<file path="config.mk">
export PLATFORM = sky130hd
export DESIGN_NAME = backendTop
export DESIGN_NICKNAME = d
export VERILOG_FILES = /design/src/backendPkg.sv /design/src/ctrlIf.sv /design/src/ctrlUnitBackend.sv /design/src/pipeReg.sv /design/src/renameAlloc.sv /design/src/issueQueue.sv /design/src/reorderBuffer.sv /design/src/backendTop.sv
export SDC_FILE = /design/constraint.sdc
export NUM_CORES = 1
export LEC_CHECK = 0
export BUFFER_PORTS_ARGS = -buffer_cell sky130_fd_sc_hd__buf_2
export CAP_MARGIN = 20
export CORE_MARGIN = 2
export CORE_UTILIZATION = 40
export DETAILED_ROUTE_END_ITERATION = 10
export GPL_ROUTABILITY_DRIVEN = 0
export HOLD_SLACK_MARGIN = 0.06
export PLACE_DENSITY = 0.58
export SYNTH_ARGS = -nofsm -noshare
export SYNTH_HDL_FRONTEND = slang
export SYNTH_SLANG_ARGS = --single-unit
</file>
<file path="constraint.sdc">
create_clock -name clk -period 3 [get_ports clk]
set_input_delay 0.3 -clock clk [delete_from_list [all_inputs] [get_ports clk]]
set_output_delay 0.3 -clock clk [all_outputs]
set_load 0.005 [all_outputs]
</file>
<file path="src/backendPkg.sv">
package backendPkg;

    ////////////////////
    // Sizes
    ////////////////////

    localparam int IdWidth     = 8;
    localparam int NumTags     = 6;
    localparam int RobDepth    = 8;
    localparam int RobIdxWidth = 3;
    localparam int IqDepth     = 4;

    // Derived widths.
    localparam int TagWidth    = $clog2(NumTags);
    localparam int TagCntWidth = $clog2(NumTags + 1);
    localparam int RobCntWidth = $clog2(RobDepth + 1);
    localparam int IqPtrWidth  = $clog2(IqDepth);
    localparam int IqCntWidth  = $clog2(IqDepth + 1);

    ////////////////////
    // Types
    ////////////////////

    typedef enum logic [1:0] {
        UnitAlu = 2'd0,
        UnitLsu = 2'd1,
        UnitMdu = 2'd2
    } unitClassE;

    // One instruction as it moves through the front stages.
    typedef struct packed {
        logic               valid;
        logic [IdWidth-1:0] id;
        unitClassE          unitClass;
        logic               mark;
    } instT;

endpackage

</file>
<file path="src/ctrlIf.sv">
`timescale 1ns/1ns

interface Ctrl;

    // Set by the controller.
    logic pause;
    logic flush;

    // Set by the stage that owns this link.
    logic pauseReq;
    logic flushReq;

    modport master (
        output pause,
        output flush,
        input  pauseReq,
        input  flushReq
    );

    modport slave (
        input  pause,
        input  flush,
        output pauseReq,
        output flushReq
    );

endinterface

</file>
<file path="src/ctrlUnitBackend.sv">
`timescale 1ns/1ns

module ctrlUnitBackend (
    Ctrl.master  ctrlBufDecode,
    Ctrl.master  ctrlDecodeRename,
    Ctrl.master  ctrlRob,
    Ctrl.master  ctrlCommit,

    input  logic aluIqReady,
    input  logic lsuIqReady,
    input  logic mduIqReady,
    input  logic renameAllocatable,

    output logic pauseRename,
    output logic renameRecover,
    output logic aluIqFlush,
    output logic lsuIqFlush,
    output logic mduIqFlush,
    output logic flushOut
);

    logic dispatchBlocked;

    // Anything downstream of rename that cannot take one more entry.
    assign dispatchBlocked = ctrlRob.pauseReq || !aluIqReady || !lsuIqReady || !mduIqReady;

    ////////////////////
    // Pause
    ////////////////////

    assign ctrlBufDecode.pause    = dispatchBlocked || !renameAllocatable;
    assign ctrlDecodeRename.pause = dispatchBlocked || !renameAllocatable;
    assign pauseRename            = dispatchBlocked;
    assign ctrlRob.pause          = dispatchBlocked;
    assign ctrlCommit.pause       = 1'b0;   // retirement never waits

    ////////////////////
    // Flush
    ////////////////////

    assign ctrlBufDecode.flush    = ctrlCommit.flushReq;
    assign ctrlDecodeRename.flush = ctrlCommit.flushReq;
    assign ctrlRob.flush          = ctrlCommit.flushReq;
    assign ctrlCommit.flush       = ctrlCommit.flushReq;
    assign renameRecover          = ctrlCommit.flushReq;
    assign aluIqFlush             = ctrlCommit.flushReq;
    assign lsuIqFlush             = ctrlCommit.flushReq;
    assign mduIqFlush             = ctrlCommit.flushReq;
    assign flushOut               = ctrlCommit.flushReq;

endmodule

</file>
<file path="src/pipeReg.sv">
`timescale 1ns/1ns

module pipeReg
    import backendPkg::*;
(
    input  logic clk,
    input  logic arstN,
    Ctrl.slave   ctrl,
    input  instT din,
    output instT dout
);

    logic               validQ;
    logic [IdWidth-1:0] idQ;
    unitClassE          classQ;
    logic               markQ;

    // Flush wins over pause.
    always_ff @(posedge clk or negedge arstN) begin
        if (!arstN) begin
            validQ <= 1'b0;
        end else if (ctrl.flush) begin
            validQ <= 1'b0;
        end else if (!ctrl.pause) begin
            validQ <= din.valid;
        end
    end

    always_ff @(posedge clk) begin
        if (!ctrl.pause) begin
            idQ    <= din.id;
            classQ <= din.unitClass;
            markQ  <= din.mark;
        end
    end

    assign dout = '{valid: validQ, id: idQ, unitClass: classQ, mark: markQ};

    assign ctrl.pauseReq = 1'b0;
    assign ctrl.flushReq = 1'b0;

endmodule

</file>
<file path="src/renameAlloc.sv">
`timescale 1ns/1ns

module renameAlloc
    import backendPkg::*;
(
    input  logic                clk,
    input  logic                arstN,
    input  logic                allocate,
    input  logic                tagRelease,
    input  logic                recover,
    output logic                allocatable,
    output logic [TagWidth-1:0] tag
);

    logic [TagCntWidth-1:0] freeCount;
    logic [TagWidth-1:0]    nextTag;

    ////////////////////
    // Free count
    ////////////////////

    always_ff @(posedge clk or negedge arstN) begin
        if (!arstN) begin
            freeCount <= TagCntWidth'(NumTags);
        end else if (recover) begin
            freeCount <= TagCntWidth'(NumTags);
        end else begin
            case ({allocate, tagRelease})
                2'b10:   freeCount <= freeCount - 1'b1;
                2'b01:   freeCount <= freeCount + 1'b1;
                default: freeCount <= freeCount;
            endcase
        end
    end

    ////////////////////
    // Tag pointer
    ////////////////////

    // Tags hand out round robin.
    always_ff @(posedge clk or negedge arstN) begin
        if (!arstN) begin
            nextTag <= '0;
        end else if (recover) begin
            nextTag <= '0;
        end else if (allocate) begin
            if (nextTag == TagWidth'(NumTags - 1)) begin
                nextTag <= '0;
            end else begin
                nextTag <= nextTag + 1'b1;
            end
        end
    end

    assign allocatable = (freeCount != '0);
    assign tag         = nextTag;

endmodule

</file>
<file path="src/issueQueue.sv">
`timescale 1ns/1ns

module issueQueue
    import backendPkg::*;
(
    input  logic                   clk,
    input  logic                   arstN,
    input  logic                   push,
    input  logic                   flush,
    input  logic                   execReady,
    input  logic [RobIdxWidth-1:0] pushIdx,
    output logic                   ready,
    output logic                   issueValid,
    output logic [RobIdxWidth-1:0] issueIdx
);

    logic [RobIdxWidth-1:0] entries [IqDepth];
    logic [IqPtrWidth-1:0]  headPtr;
    logic [IqPtrWidth-1:0]  tailPtr;
    logic [IqCntWidth-1:0]  count;
    logic                   doPush;
    logic                   doPop;

    assign ready  = (count != IqCntWidth'(IqDepth));
    assign doPush = push && ready;
    assign doPop  = execReady && (count != '0);

    ////////////////////
    // Pointers
    ////////////////////

    always_ff @(posedge clk or negedge arstN) begin
        if (!arstN) begin
            headPtr <= '0;
            tailPtr <= '0;
            count   <= '0;
        end else if (flush) begin
            headPtr <= '0;
            tailPtr <= '0;
            count   <= '0;
        end else begin
            if (doPush) begin
                tailPtr <= tailPtr + 1'b1;
            end
            if (doPop) begin
                headPtr <= headPtr + 1'b1;
            end
            case ({doPush, doPop})
                2'b10:   count <= count + 1'b1;
                2'b01:   count <= count - 1'b1;
                default: count <= count;
            endcase
        end
    end

    // Storage.
    always_ff @(posedge clk) begin
        if (doPush) begin
            entries[tailPtr] <= pushIdx;
        end
    end

    // Head leaves in the same cycle it is shown.
    assign issueValid = doPop;
    assign issueIdx   = entries[headPtr];

endmodule

</file>
<file path="src/reorderBuffer.sv">
`timescale 1ns/1ns

module reorderBuffer
    import backendPkg::*;
(
    input  logic                   clk,
    input  logic                   arstN,
    Ctrl.slave                     ctrlRob,
    Ctrl.slave                     ctrlCommit,
    input  logic                   dispatch,
    input  instT                   dispatchInst,
    output logic [RobIdxWidth-1:0] allocIdx,
    input  logic                   doneValid0,
    input  logic                   doneValid1,
    input  logic                   doneValid2,
    input  logic [RobIdxWidth-1:0] doneIdx0,
    input  logic [RobIdxWidth-1:0] doneIdx1,
    input  logic [RobIdxWidth-1:0] doneIdx2,
    output logic                   commitValid,
    output logic [IdWidth-1:0]     commitId,
    output unitClassE              commitClass
);

    logic [IdWidth-1:0]     idMem    [RobDepth];
    unitClassE              classMem [RobDepth];
    logic [RobDepth-1:0]    markMem;
    logic [RobDepth-1:0]    doneBits;
    logic [RobIdxWidth-1:0] headPtr;
    logic [RobIdxWidth-1:0] tailPtr;
    logic [RobCntWidth-1:0] count;
    logic                   full;
    logic                   doWrite;
    logic                   flushAll;

    assign full     = (count == RobCntWidth'(RobDepth));
    assign doWrite  = dispatch && !ctrlRob.pause && !full;
    assign flushAll = ctrlRob.flush || ctrlCommit.flush;
    assign allocIdx = tailPtr;

    ////////////////////
    // Pointers and done
    ////////////////////

    always_ff @(posedge clk or negedge arstN) begin
        if (!arstN) begin
            headPtr  <= '0;
            tailPtr  <= '0;
            count    <= '0;
            doneBits <= '0;
        end else if (flushAll) begin
            headPtr  <= '0;
            tailPtr  <= '0;
            count    <= '0;
            doneBits <= '0;
        end else begin
            if (doWrite) begin
                tailPtr           <= tailPtr + 1'b1;
                doneBits[tailPtr] <= 1'b0;
            end
            // Completion comes one cycle after issue.
            if (doneValid0) doneBits[doneIdx0] <= 1'b1;
            if (doneValid1) doneBits[doneIdx1] <= 1'b1;
            if (doneValid2) doneBits[doneIdx2] <= 1'b1;
            if (commitValid) begin
                headPtr <= headPtr + 1'b1;
            end
            case ({doWrite, commitValid})
                2'b10:   count <= count + 1'b1;
                2'b01:   count <= count - 1'b1;
                default: count <= count;
            endcase
        end
    end

    always_ff @(posedge clk) begin
        if (doWrite) begin
            idMem[tailPtr]    <= dispatchInst.id;
            classMem[tailPtr] <= dispatchInst.unitClass;
            markMem[tailPtr]  <= dispatchInst.mark;
        end
    end

    // In-order retire, one per cycle.
    assign commitValid = (count != '0) && doneBits[headPtr] && !ctrlCommit.pause;
    assign commitId    = idMem[headPtr];
    assign commitClass = classMem[headPtr];

    assign ctrlRob.pauseReq    = full;
    assign ctrlRob.flushReq    = 1'b0;
    assign ctrlCommit.pauseReq = 1'b0;
    assign ctrlCommit.flushReq = commitValid && markMem[headPtr];

endmodule

</file>
<file path="src/backendTop.sv">
`timescale 1ns/1ns

module backendTop
    import backendPkg::*;
(
    input  logic               clk,
    input  logic               arstN,
    input  logic               insValid,
    input  logic [IdWidth-1:0] insId,
    input  logic [1:0]         insClass,
    input  logic               insMark,
    input  logic               aluExecReady,
    input  logic               lsuExecReady,
    input  logic               mduExecReady,
    output logic               stall,
    output logic               commitValid,
    output logic [IdWidth-1:0] commitId,
    output logic [1:0]         commitClass,
    output logic               flushOut
);

    Ctrl ctrlBufDecode ();
    Ctrl ctrlDecodeRename ();
    Ctrl ctrlRob ();
    Ctrl ctrlCommit ();

    instT                   insInst;
    instT                   decodeInst;
    instT                   renameInst;
    logic                   aluIqReady, lsuIqReady, mduIqReady;
    logic                   aluIqFlush, lsuIqFlush, mduIqFlush;
    logic                   renameAllocatable, pauseRename, renameRecover;
    logic                   renameDispatch;
    logic [RobIdxWidth-1:0] allocIdx;
    logic [2:0]             issueValid;
    logic [RobIdxWidth-1:0] issueIdx [3];
    logic [2:0]             doneValidQ;
    logic [RobIdxWidth-1:0] doneIdxQ [3];
    unitClassE              commitClassE;

    assign insInst = '{valid: insValid, id: insId, unitClass: unitClassE'(insClass),
                       mark: insMark};
    assign stall       = ctrlBufDecode.pause;
    assign commitClass = commitClassE;

    ctrlUnitBackend uCtrlUnit (
        .ctrlBufDecode    (ctrlBufDecode.master),
        .ctrlDecodeRename (ctrlDecodeRename.master),
        .ctrlRob          (ctrlRob.master),
        .ctrlCommit       (ctrlCommit.master),
        .aluIqReady, .lsuIqReady, .mduIqReady, .renameAllocatable,
        .pauseRename, .renameRecover, .aluIqFlush, .lsuIqFlush, .mduIqFlush, .flushOut
    );

    ////////////////////
    // Front stages
    ////////////////////

    pipeReg uBufDecodeReg (
        .clk, .arstN, .ctrl(ctrlBufDecode.slave), .din(insInst), .dout(decodeInst)
    );

    pipeReg uDecodeRenameReg (
        .clk, .arstN, .ctrl(ctrlDecodeRename.slave), .din(decodeInst), .dout(renameInst)
    );

    // Needs a free tag too, else the held entry would dispatch twice.
    assign renameDispatch = renameInst.valid && !pauseRename && renameAllocatable;

    renameAlloc uRenameAlloc (
        .clk, .arstN, .allocate(renameDispatch), .tagRelease(commitValid),
        .recover(renameRecover), .allocatable(renameAllocatable), .tag()
    );

    ////////////////////
    // Issue queues
    ////////////////////

    issueQueue uAluIq (
        .clk, .arstN, .flush(aluIqFlush), .execReady(aluExecReady), .pushIdx(allocIdx),
        .push(renameDispatch && renameInst.unitClass != UnitLsu
              && renameInst.unitClass != UnitMdu),
        .ready(aluIqReady), .issueValid(issueValid[0]), .issueIdx(issueIdx[0])
    );

    issueQueue uLsuIq (
        .clk, .arstN, .flush(lsuIqFlush), .execReady(lsuExecReady), .pushIdx(allocIdx),
        .push(renameDispatch && renameInst.unitClass == UnitLsu),
        .ready(lsuIqReady), .issueValid(issueValid[1]), .issueIdx(issueIdx[1])
    );

    issueQueue uMduIq (
        .clk, .arstN, .flush(mduIqFlush), .execReady(mduExecReady), .pushIdx(allocIdx),
        .push(renameDispatch && renameInst.unitClass == UnitMdu),
        .ready(mduIqReady), .issueValid(issueValid[2]), .issueIdx(issueIdx[2])
    );

    // One-cycle execute.
    always_ff @(posedge clk or negedge arstN) begin
        if (!arstN) begin
            doneValidQ <= '0;
        end else if (flushOut) begin
            doneValidQ <= '0;
        end else begin
            doneValidQ <= issueValid;
        end
    end

    always_ff @(posedge clk) begin
        doneIdxQ <= issueIdx;
    end

    reorderBuffer uRob (
        .clk, .arstN, .ctrlRob(ctrlRob.slave), .ctrlCommit(ctrlCommit.slave),
        .dispatch(renameDispatch), .dispatchInst(renameInst), .allocIdx,
        .doneValid0(doneValidQ[0]), .doneValid1(doneValidQ[1]), .doneValid2(doneValidQ[2]),
        .doneIdx0(doneIdxQ[0]), .doneIdx1(doneIdxQ[1]), .doneIdx2(doneIdxQ[2]),
        .commitValid, .commitId, .commitClass(commitClassE)
    );

endmodule

</file>
==> results.md, run 1 <==
- Status: finished clean
- Area after DPL: 9220 sq um
- Critical Path Start Type: register
- Core box area: between 20,000 and 25,000 sq um
- Htree depth: 1
- CTS resizes: 0
- Worst Skew: about 6.3 ps
- Most common cell in the netlist: edfxtp_1
- CP Max Fanout: 6
- Ys flop type: edfxtp_1
- Boundary pin count: 30
- Synth Cell Area: 8620 sq um
- Clock power frac: about two fifths
- Global-route wire length before repair: 26,500 um
- Max-slew violations: 0
- Worst-Margin Slew: 861 ps
- Setup Crit Path Kind: register to register
- CTS Root Cell: clkbuf_16
- Levels on crit path: 11
- Reg2reg end: uRob.count[3]$_DFFE_PN0P_
- Required time worst endpoint: 3410 ps
- Synth area leaders: edfxtp_1, dfrtp_1, mux4_2
- Initial antenna violation count: 0
- Internal power: roughly 5000 uW
- Worst Setup SP: uRob.count[0]$_DFFE_PN0P_
- Family with the most delay on the worst path: simple AND/OR/NAND/NOR gates
- TritonCTS clock tree: yes
- Synth warnings: 0
- Net Sw Frac: 23.3%
- Commonest cells in the netlist: edfxtp_1, dfrtp_1, mux4_2
- Asr flop ratio synth: 23.3%
- Yosys cell types: 60
- Hold WC Path Type: input port to register
- Skew-Pair Late Insertion Delay: 490 ps
- Sink Count: 202
- PD cells: 649 nW/um^2
- GR Layer Usage met2: 25.5%
- Cell area after layout: 10,100 sq um
- Die area: around 23,000 sq um
- Initial core utilization: 40.9%
- Detail Placement HPWL: 10,800 um
- Fillers: 1,810
- Reg2reg path depth: 11
- Routed len/inst: 18.3 um
- Synthesis-to-finish area growth: 16.8%
- I/O Buffers: 29
- Slew HR: 42.6%
- Avg Cell Area, Syn: 16.0 sq um
- Final hold vios: 0
- Gr busiest metal: met2
- Sequential fraction of the synthesis area: 66.7%
- Number of global-route vias before repair: 5,059
- Worst r2r src: uRob.count[0]$_DFFE_PN0P_
- Via density: 5.30
- Drt total wl: 16,400 um
- CP peak stage delay: 600 ps
- Overall Global Routing Usage: between 10% and 20%
- WP data arrival: 3250 ps
- Synthesized instance count: about 540
- Max-cap viol count: 0
- Die X: around 150 um
- CTS max path bufs: 3
- Logic pwr share: 9.3%
- RSZ-0062 raised after global routing: false
- Fin crit period: 2840 ps
- Met1 usage: 20.3%
- Die height: around 150 um
- Hold path startpoint: aluExecReady
- Reg clk slew, reported paths: 60 ps
- Remaining DRCs: 0
- Crit path capture: uRob.count[3]$_DFFE_PN0P_
- Final setup vio count: 0
- Antenna Cells: 0
- Via count: 4,748
- CTS buffer count: 21
- Leakage: 0.00349 uW
- Drt initial violations: 279
- Total congestion overflow: 0
- Reg power frac: 50.0%
- Worst-path cell chain: or4b_4 > and4_4 > nand2_2 > nand2_1 > inv_1 > ha_1 > a21o_1 > a21oi_1 > nor3_1 > o21ai_0 > a2bb2oi_1
- Final TNS setup: 0 ps
- Cell accounting for the most synthesized area: edfxtp_1
- Rows: 53
- Layout cells sized above 1: approximately a quarter
- Drt pass-1 iters: 4
- Final critical-path share of the clock period: 94.6%
- Register bit total from synthesis: 202
- Routed Antenna Nets: 0
- Reg2Reg Setup Slack: between 150 and 200 ps
- Synth top area share: 50.9%
- Largest net degree at the start of global routing: 36
- P_sw: ~1500 uW
- Overall Power: 6530 uW
- Worst vdd ir: 0.316 mV
- Worst path slowest cell: or4b_4
- Post-synth EDFFs: 146
- Met3 usage: about 2.3%
- Endpoint type of the worst setup path: register
- Fmax: 352 MHz
- Final #Nets: ~640
- Post-Syn Nets: 575
- Worst path bufs/invs: 1
## worst min path at each step
| stage | endpoint | slack (ps) | cells after the start |
|---|---|---|---|
| finish | doneValidQ[0]$_DFF_PN0_ | 140 | 3 |
| global route | doneValidQ[0]$_DFF_PN0_ | 140 | 3 |
| CTS | doneValidQ[0]$_DFF_PN0_ | 110 | 3 |
| detailed placement | uDecodeRenameReg.classQ[1]$_DFFE_PP_ | 400 | 0 |
| global placement | uDecodeRenameReg.idQ[5]$_DFFE_PP_ | 400 | 0 |
| floorplan | doneValidQ[0]$_DFF_PN0_ | 4 | 0 |
## power groups by stage
stage                     clock network (uW)  registers (uW)  logic, uW
after CTS                               2740            3260        612
after floorplan                            0            3240        516
final                                   2660            3260        604
after global routing                    2850            3290        689
after detailed placement                   0            3320        597
after global placement                     0            3300        572
## cell usage in the layout, fill, tap and decap left out, types with 4 or more instances in the layout
cell type        n
a21oi_1         18
and2_1          13
buf_2           29
buf_4           27
bufinv_16        4
clkbuf_16       21
clkinv_1         6
clkinv_2         4
dfrtp_1         45
dfxtp_1          9
dlygate4sd3_1   13
edfxtp_1       146
fa_1             5
ha_1            16
inv_1           12
mux2_2          11
mux2i_1         13
mux4_2          31
nand2_1         19
nand2b_1        14
nand4_1          4
nor2_1          25
nor2b_1          4
nor3_1          15
nor3_2           7
nor3b_1          6
nor4_1           7
o21ai_0         13
o31a_1           7
o31ai_1          9
xnor2_1          9
xor2_1           5
## routing by layer
layer / vias to the layer above / wire [um]
met5: - / 0
met4: 0 / 349
met3: 35 / 720
met2: 101 / 8170
met1: 2399 / 7150
li1: 2213 / -
## state kept, by name (all words and copies together), names as in the netlist, 4 cells and up
register              count
doneIdxQ                  9
uAluIq.entries           12
uLsuIq.entries           12
uRob.classMem            16
uRob.idMem               64
uBufDecodeReg.idQ         8
uRob.markMem              8
uMduIq.entries           12
uRob.doneBits             8
uDecodeRenameReg.idQ      8
uRob.count                4
## worst register-to-register path, stage by stage (launching register included)
cell,delay [ps]
dfrtp_1,450
or4b_4,600
and4_4,230
nand2_2,130
nand2_1,100
inv_1,130
ha_1,250
a21o_1,180
a21oi_1,250
nor3_1,90
o21ai_0,170
a2bb2oi_1,170
## stage by stage
stage / utilization (%) / hold slack [ps] / std cells / worst slack (ps)
2_1_floorplan: - / 4.41 / 537 / 236
3_3_place_gp: 43.7 / 404 / 845 / 273
3_5_place_dp: 43.7 / 405 / 845 / 183
4_1_cts: 47.7 / 114 / 896 / 157
5_1_grt: 47.7 / 142 / 896 / 22.0
6_report: 47.7 / 141 / 896 / 163
## timing repair
| item | 4_1_cts | 5_1_grt |
|---|---|---|
| hold buffers | 13 | 0 |
| endpoints found under the hold margin | 46 | 0 |
| buffers inserted | 0 | 0 |
| endpoints found under the setup margin | 0 | 0 |
## cell families after synthesis
family                   Yosys count  share of synthesized area, %
AND/OR/NAND/NOR                  137                          9.21
buffers and inverters             36                          2.13
multiplexers                      56                          11.3
XOR/XNOR                          14                          1.42
flip-flops                       202                          66.7
adder cells (fa/ha/maj)           21                          3.49
AO/OA/AOI/OAI                     71                          5.78
## area by class of cell
| cell class | count | area [sq um] | area share (%) |
|---|---|---|---|
| Clock inverter | 16 | 184 | 1.83 |
| Timing Repair Buffer | 69 | 478 | 4.75 |
| Multi-Input combinational cell | 299 | 2730 | 27.2 |
| Sequential cell | 202 | 5740 | 57.1 |
| Inverter | 13 | 48.8 | 0.485 |
| Clock buffer | 22 | 529 | 5.26 |
| Tap cell | 275 | 344 | 3.42 |
(Power assumes the default switching activity.)
==> inputs of run 2 (changes only) <==
--- a/config.mk
+++ b/config.mk
@@ -13,6 +13,7 @@
 export GPL_ROUTABILITY_DRIVEN = 0
 export HOLD_SLACK_MARGIN = 0.06
 export PLACE_DENSITY = 0.58
+export SETUP_SLACK_MARGIN = 0.4
 export SYNTH_ARGS = -nofsm -noshare
 export SYNTH_HDL_FRONTEND = slang
 export SYNTH_SLANG_ARGS = --single-unit
==> run 2 against run 1 <==
  * Die area unchanged
  * Power is 2.3% higher
  * Flip-flop and latch count unchanged
  * Register-to-register slack better by 270 ps
  * Critical path depth unchanged
  * Clock power is 5% higher
  * Global-route usage rose by 0.48 points
  * Clock-buffer cell count increased by 4
  * Sequential share of layout area decreased by 0.98 points
  * Design area grew 1.9%
  * Critical endpoint unchanged
==> results.md, run 2 (same netlist as run 1, synthesis figures left out) <==
- Fillers: 1,795 (was 1,810)
- Initial core utilization: 40.9% (unchanged)
- Synthesis-to-finish area growth: 19.0% (was 16.8%)
- Die X: 151 um (unchanged)
- Core box area: 21,100 sq um (unchanged)
- Final TNS setup: 0 ps (unchanged)
- Remaining DRCs: 0 (unchanged)
- Max-slew violations: 0 (unchanged)
- Overall Global Routing Usage: 15.6% (was 15.1%)
- Initial antenna violation count: 0 (unchanged)
- Worst-Margin Slew: 809 ps (was 861 ps)
- Worst-path cell chain: or4b_4 > and4_4 > nand2_4 > nand2_1 > inv_2 > ha_1 > a21o_1 > a21oi_2 > nor3_1 > o21ai_1 > a2bb2oi_1 (was or4b_4 > and4_4 > nand2_2 > nand2_1 > inv_1 > ha_1 > a21o_1 > a21oi_1 > nor3_1 > o21ai_0 > a2bb2oi_1)
- Post-Place Cells: 843 (was 845)
- Rows: 53 (unchanged)
- Reg2Reg Setup Slack: 440 ps (was 160 ps)
- Final setup vio count: 0 (unchanged)
- Fmax: 390 MHz (was 352 MHz)
- Total congestion overflow: 0 (unchanged)
- Levels on crit path: 11 (unchanged)
- Drt pass-1 iters: 4 (unchanged)
- Worst r2r src: uRob.count[1]$_DFFE_PN0P_ (was uRob.count[0]$_DFFE_PN0P_)
- CTS max path bufs: 3 (unchanged)
- Reg clk slew, reported paths: 60 ps (about the same)
- Final critical-path share of the clock period: 85.4% (was 94.6%)
- Fin crit period: 2560 ps (was 2840 ps)
- Status: finished clean (unchanged)
- Final #Nets: 655 (was 644)
- Pre-CTS setup slack: 290 ps (was 183 ps)
- Final hold vios: 0 (unchanged)
- Boundary pin count: 30 (unchanged)
- Htree depth: 1 (unchanged)
- Number of global-route vias before repair: 5,165 (was 5,059)
- Slew HR: 46.1% (was 42.6%)
- Global-route wire length before repair: 27,300 um (was 26,500 um)
- Worst path slowest cell: or4b_4 (unchanged)
- Worst Skew: 11.3 ps (was 6.27 ps)
- CP Max Fanout: 6 (unchanged)
- Combined area of the multi-input logic cells: 2780 sq um (was 2730 sq um)
- PD cells: 652 nW/um^2 (was 649 nW/um^2)
- Antenna Cells: 0 (unchanged)
- Worst Setup SP: uRob.count[1]$_DFFE_PN0P_ (was uRob.count[0]$_DFFE_PN0P_)
- CTS Root Cell: clkbuf_16 (unchanged)
- Via count: 4,838 (was 4,748)
- Regs by FF count: uRob.idMem x64, uRob.classMem x16 (unchanged)
- Drt initial violations: 236 (was 279)
- Die height: 151 um (unchanged)
- Layout cells sized above 1: 28.8% (was 25.1%)
- Leakage: 0.00357 uW (was 0.00349 uW)
- I/O Buffers: 29 (unchanged)
- Critical Path Start Type: register (unchanged)
- Register Area: 5750 sq um (was 5740 sq um)
- Largest Register: uRob.idMem (unchanged)
- Detail Placement HPWL: 10,900 um (was 10,800 um)
- Post-layout util: 48.6% (was 47.7%)
- Crit path capture: uRob.count[3]$_DFFE_PN0P_ (unchanged)
- Commonest non-fill, non-tap cell in the layout: edfxtp_1 (unchanged)
- Hold WC Path Type: input port to register (unchanged)
- Via density: 5.33 (was 5.30)
- Setup Crit Path Kind: register to register (unchanged)
- Non-Filler Instances: 907 (was 896)
- Routed len/inst: 18.7 um (was 18.3 um)
- Overall Power: 6680 uW (was 6530 uW)
- Routed Antenna Nets: 0 (unchanged)
- Required time worst endpoint: 3420 ps (was 3410 ps)
- CP peak stage delay: 550 ps (was 600 ps)
- Worst setup margin: 437 ps (was 163 ps)
- Reg2reg end: uRob.count[3]$_DFFE_PN0P_ (unchanged)
- CTS buffer count: 21 (unchanged)
- Endpoint type of the worst setup path: register (unchanged)
- Largest net degree at the start of global routing: 30 (was 36)
- Max-cap viol count: 0 (unchanged)
- Drt total wl: 17,000 um (was 16,400 um)
- Skew-Pair Late Insertion Delay: 500 ps (was 490 ps)
- Max reg flops: 64 (unchanged)
- Sink Count: 202 (unchanged)
- TritonCTS clock tree: yes (unchanged)
- Reg2reg path depth: 11 (unchanged)
- Most frequent cells in the layout: edfxtp_1, dfrtp_1, buf_4, mux4_2, buf_2 (was edfxtp_1, dfrtp_1, mux4_2, buf_2, buf_4)
- Worst vdd ir: 0.393 mV (was 0.316 mV)
- WP data arrival: 2980 ps (was 3250 ps)
- Worst path bufs/invs: 1 (unchanged)
- Family with the most delay on the worst path: simple AND/OR/NAND/NOR gates (unchanged)
- Die area: 22,700 sq um (unchanged)
- RSZ-0062 raised after global routing: true (was false)
==> run 2: stage by stage <==
stage	instance area, sq um	hold WS (ps)
after floorplan	8620	4.41
after global placement	9210	394
after detailed placement	9210	406
after CTS	10100	106
after global routing	10200	131
final	10200	127
==> run 2: worst min-delay path by stage <==
stage,startpoint,to,slack [ps],cells after the start
6_report,aluExecReady,doneValidQ[0]$_DFF_PN0_,130,3
5_1_grt,aluExecReady,doneValidQ[0]$_DFF_PN0_,130,3
4_1_cts,aluExecReady,doneValidQ[0]$_DFF_PN0_,110,3
3_5_place_dp,arstN,uMduIq.tailPtr[1]$_DFFE_PN0P_,410,1
3_3_place_gp,arstN,uAluIq.tailPtr[0]$_DFFE_PN0P_,390,1
2_1_floorplan,arstN,doneValidQ[0]$_DFF_PN0_,4,0
==> run 2: worst register-to-register path, cell delays in order, from the launching register on <==
cell and delay [ps]:
dfrtp_1 410, or4b_4 550, and4_4 230, nand2_4 110, nand2_1 100, inv_2 100, ha_1 230, a21o_1 190
a21oi_2 190, nor3_1 80, o21ai_1 130, a2bb2oi_1 170
==> run 2: per-layer routing <==
metal  global-route usage (%)  vias to the layer above  wire (um)
li1                         -                     2231          -
met2                     26.5                       89       8380
met5                        0                        -          0
met1                     20.8                     2496       7620
met4                     4.25                        0        277
met3                     2.61                       22        722
==> run 2: what timing repair did <==
item | in CTS | in global routing
endpoints found under the hold margin | 38 | 0
buffers inserted | 4 | 9
resized for setup | 11 | 8
hold buffers | 13 | 0
endpoints found under the setup margin | 10 | 5
pin swaps | 2 | 4
==> run 2: area by class of cell <==
cell class	instances	share of cell area [%]
well taps	275	3.36
clock buffers	26	5.70
flip-flops and latches	202	56.1
clock inverters	12	1.62
multi-input cells	299	27.2
repair buffers	80	5.58
inverters	13	0.476
==> run 2: report_power, final <==
| group | switching, uW | internal, uW |
|---|---|---|
| registers | 186 | 3080 |
| logic | 321 | 313 |
| clock network | 1050 | 1730 |
| total | 1560 | 5120 |
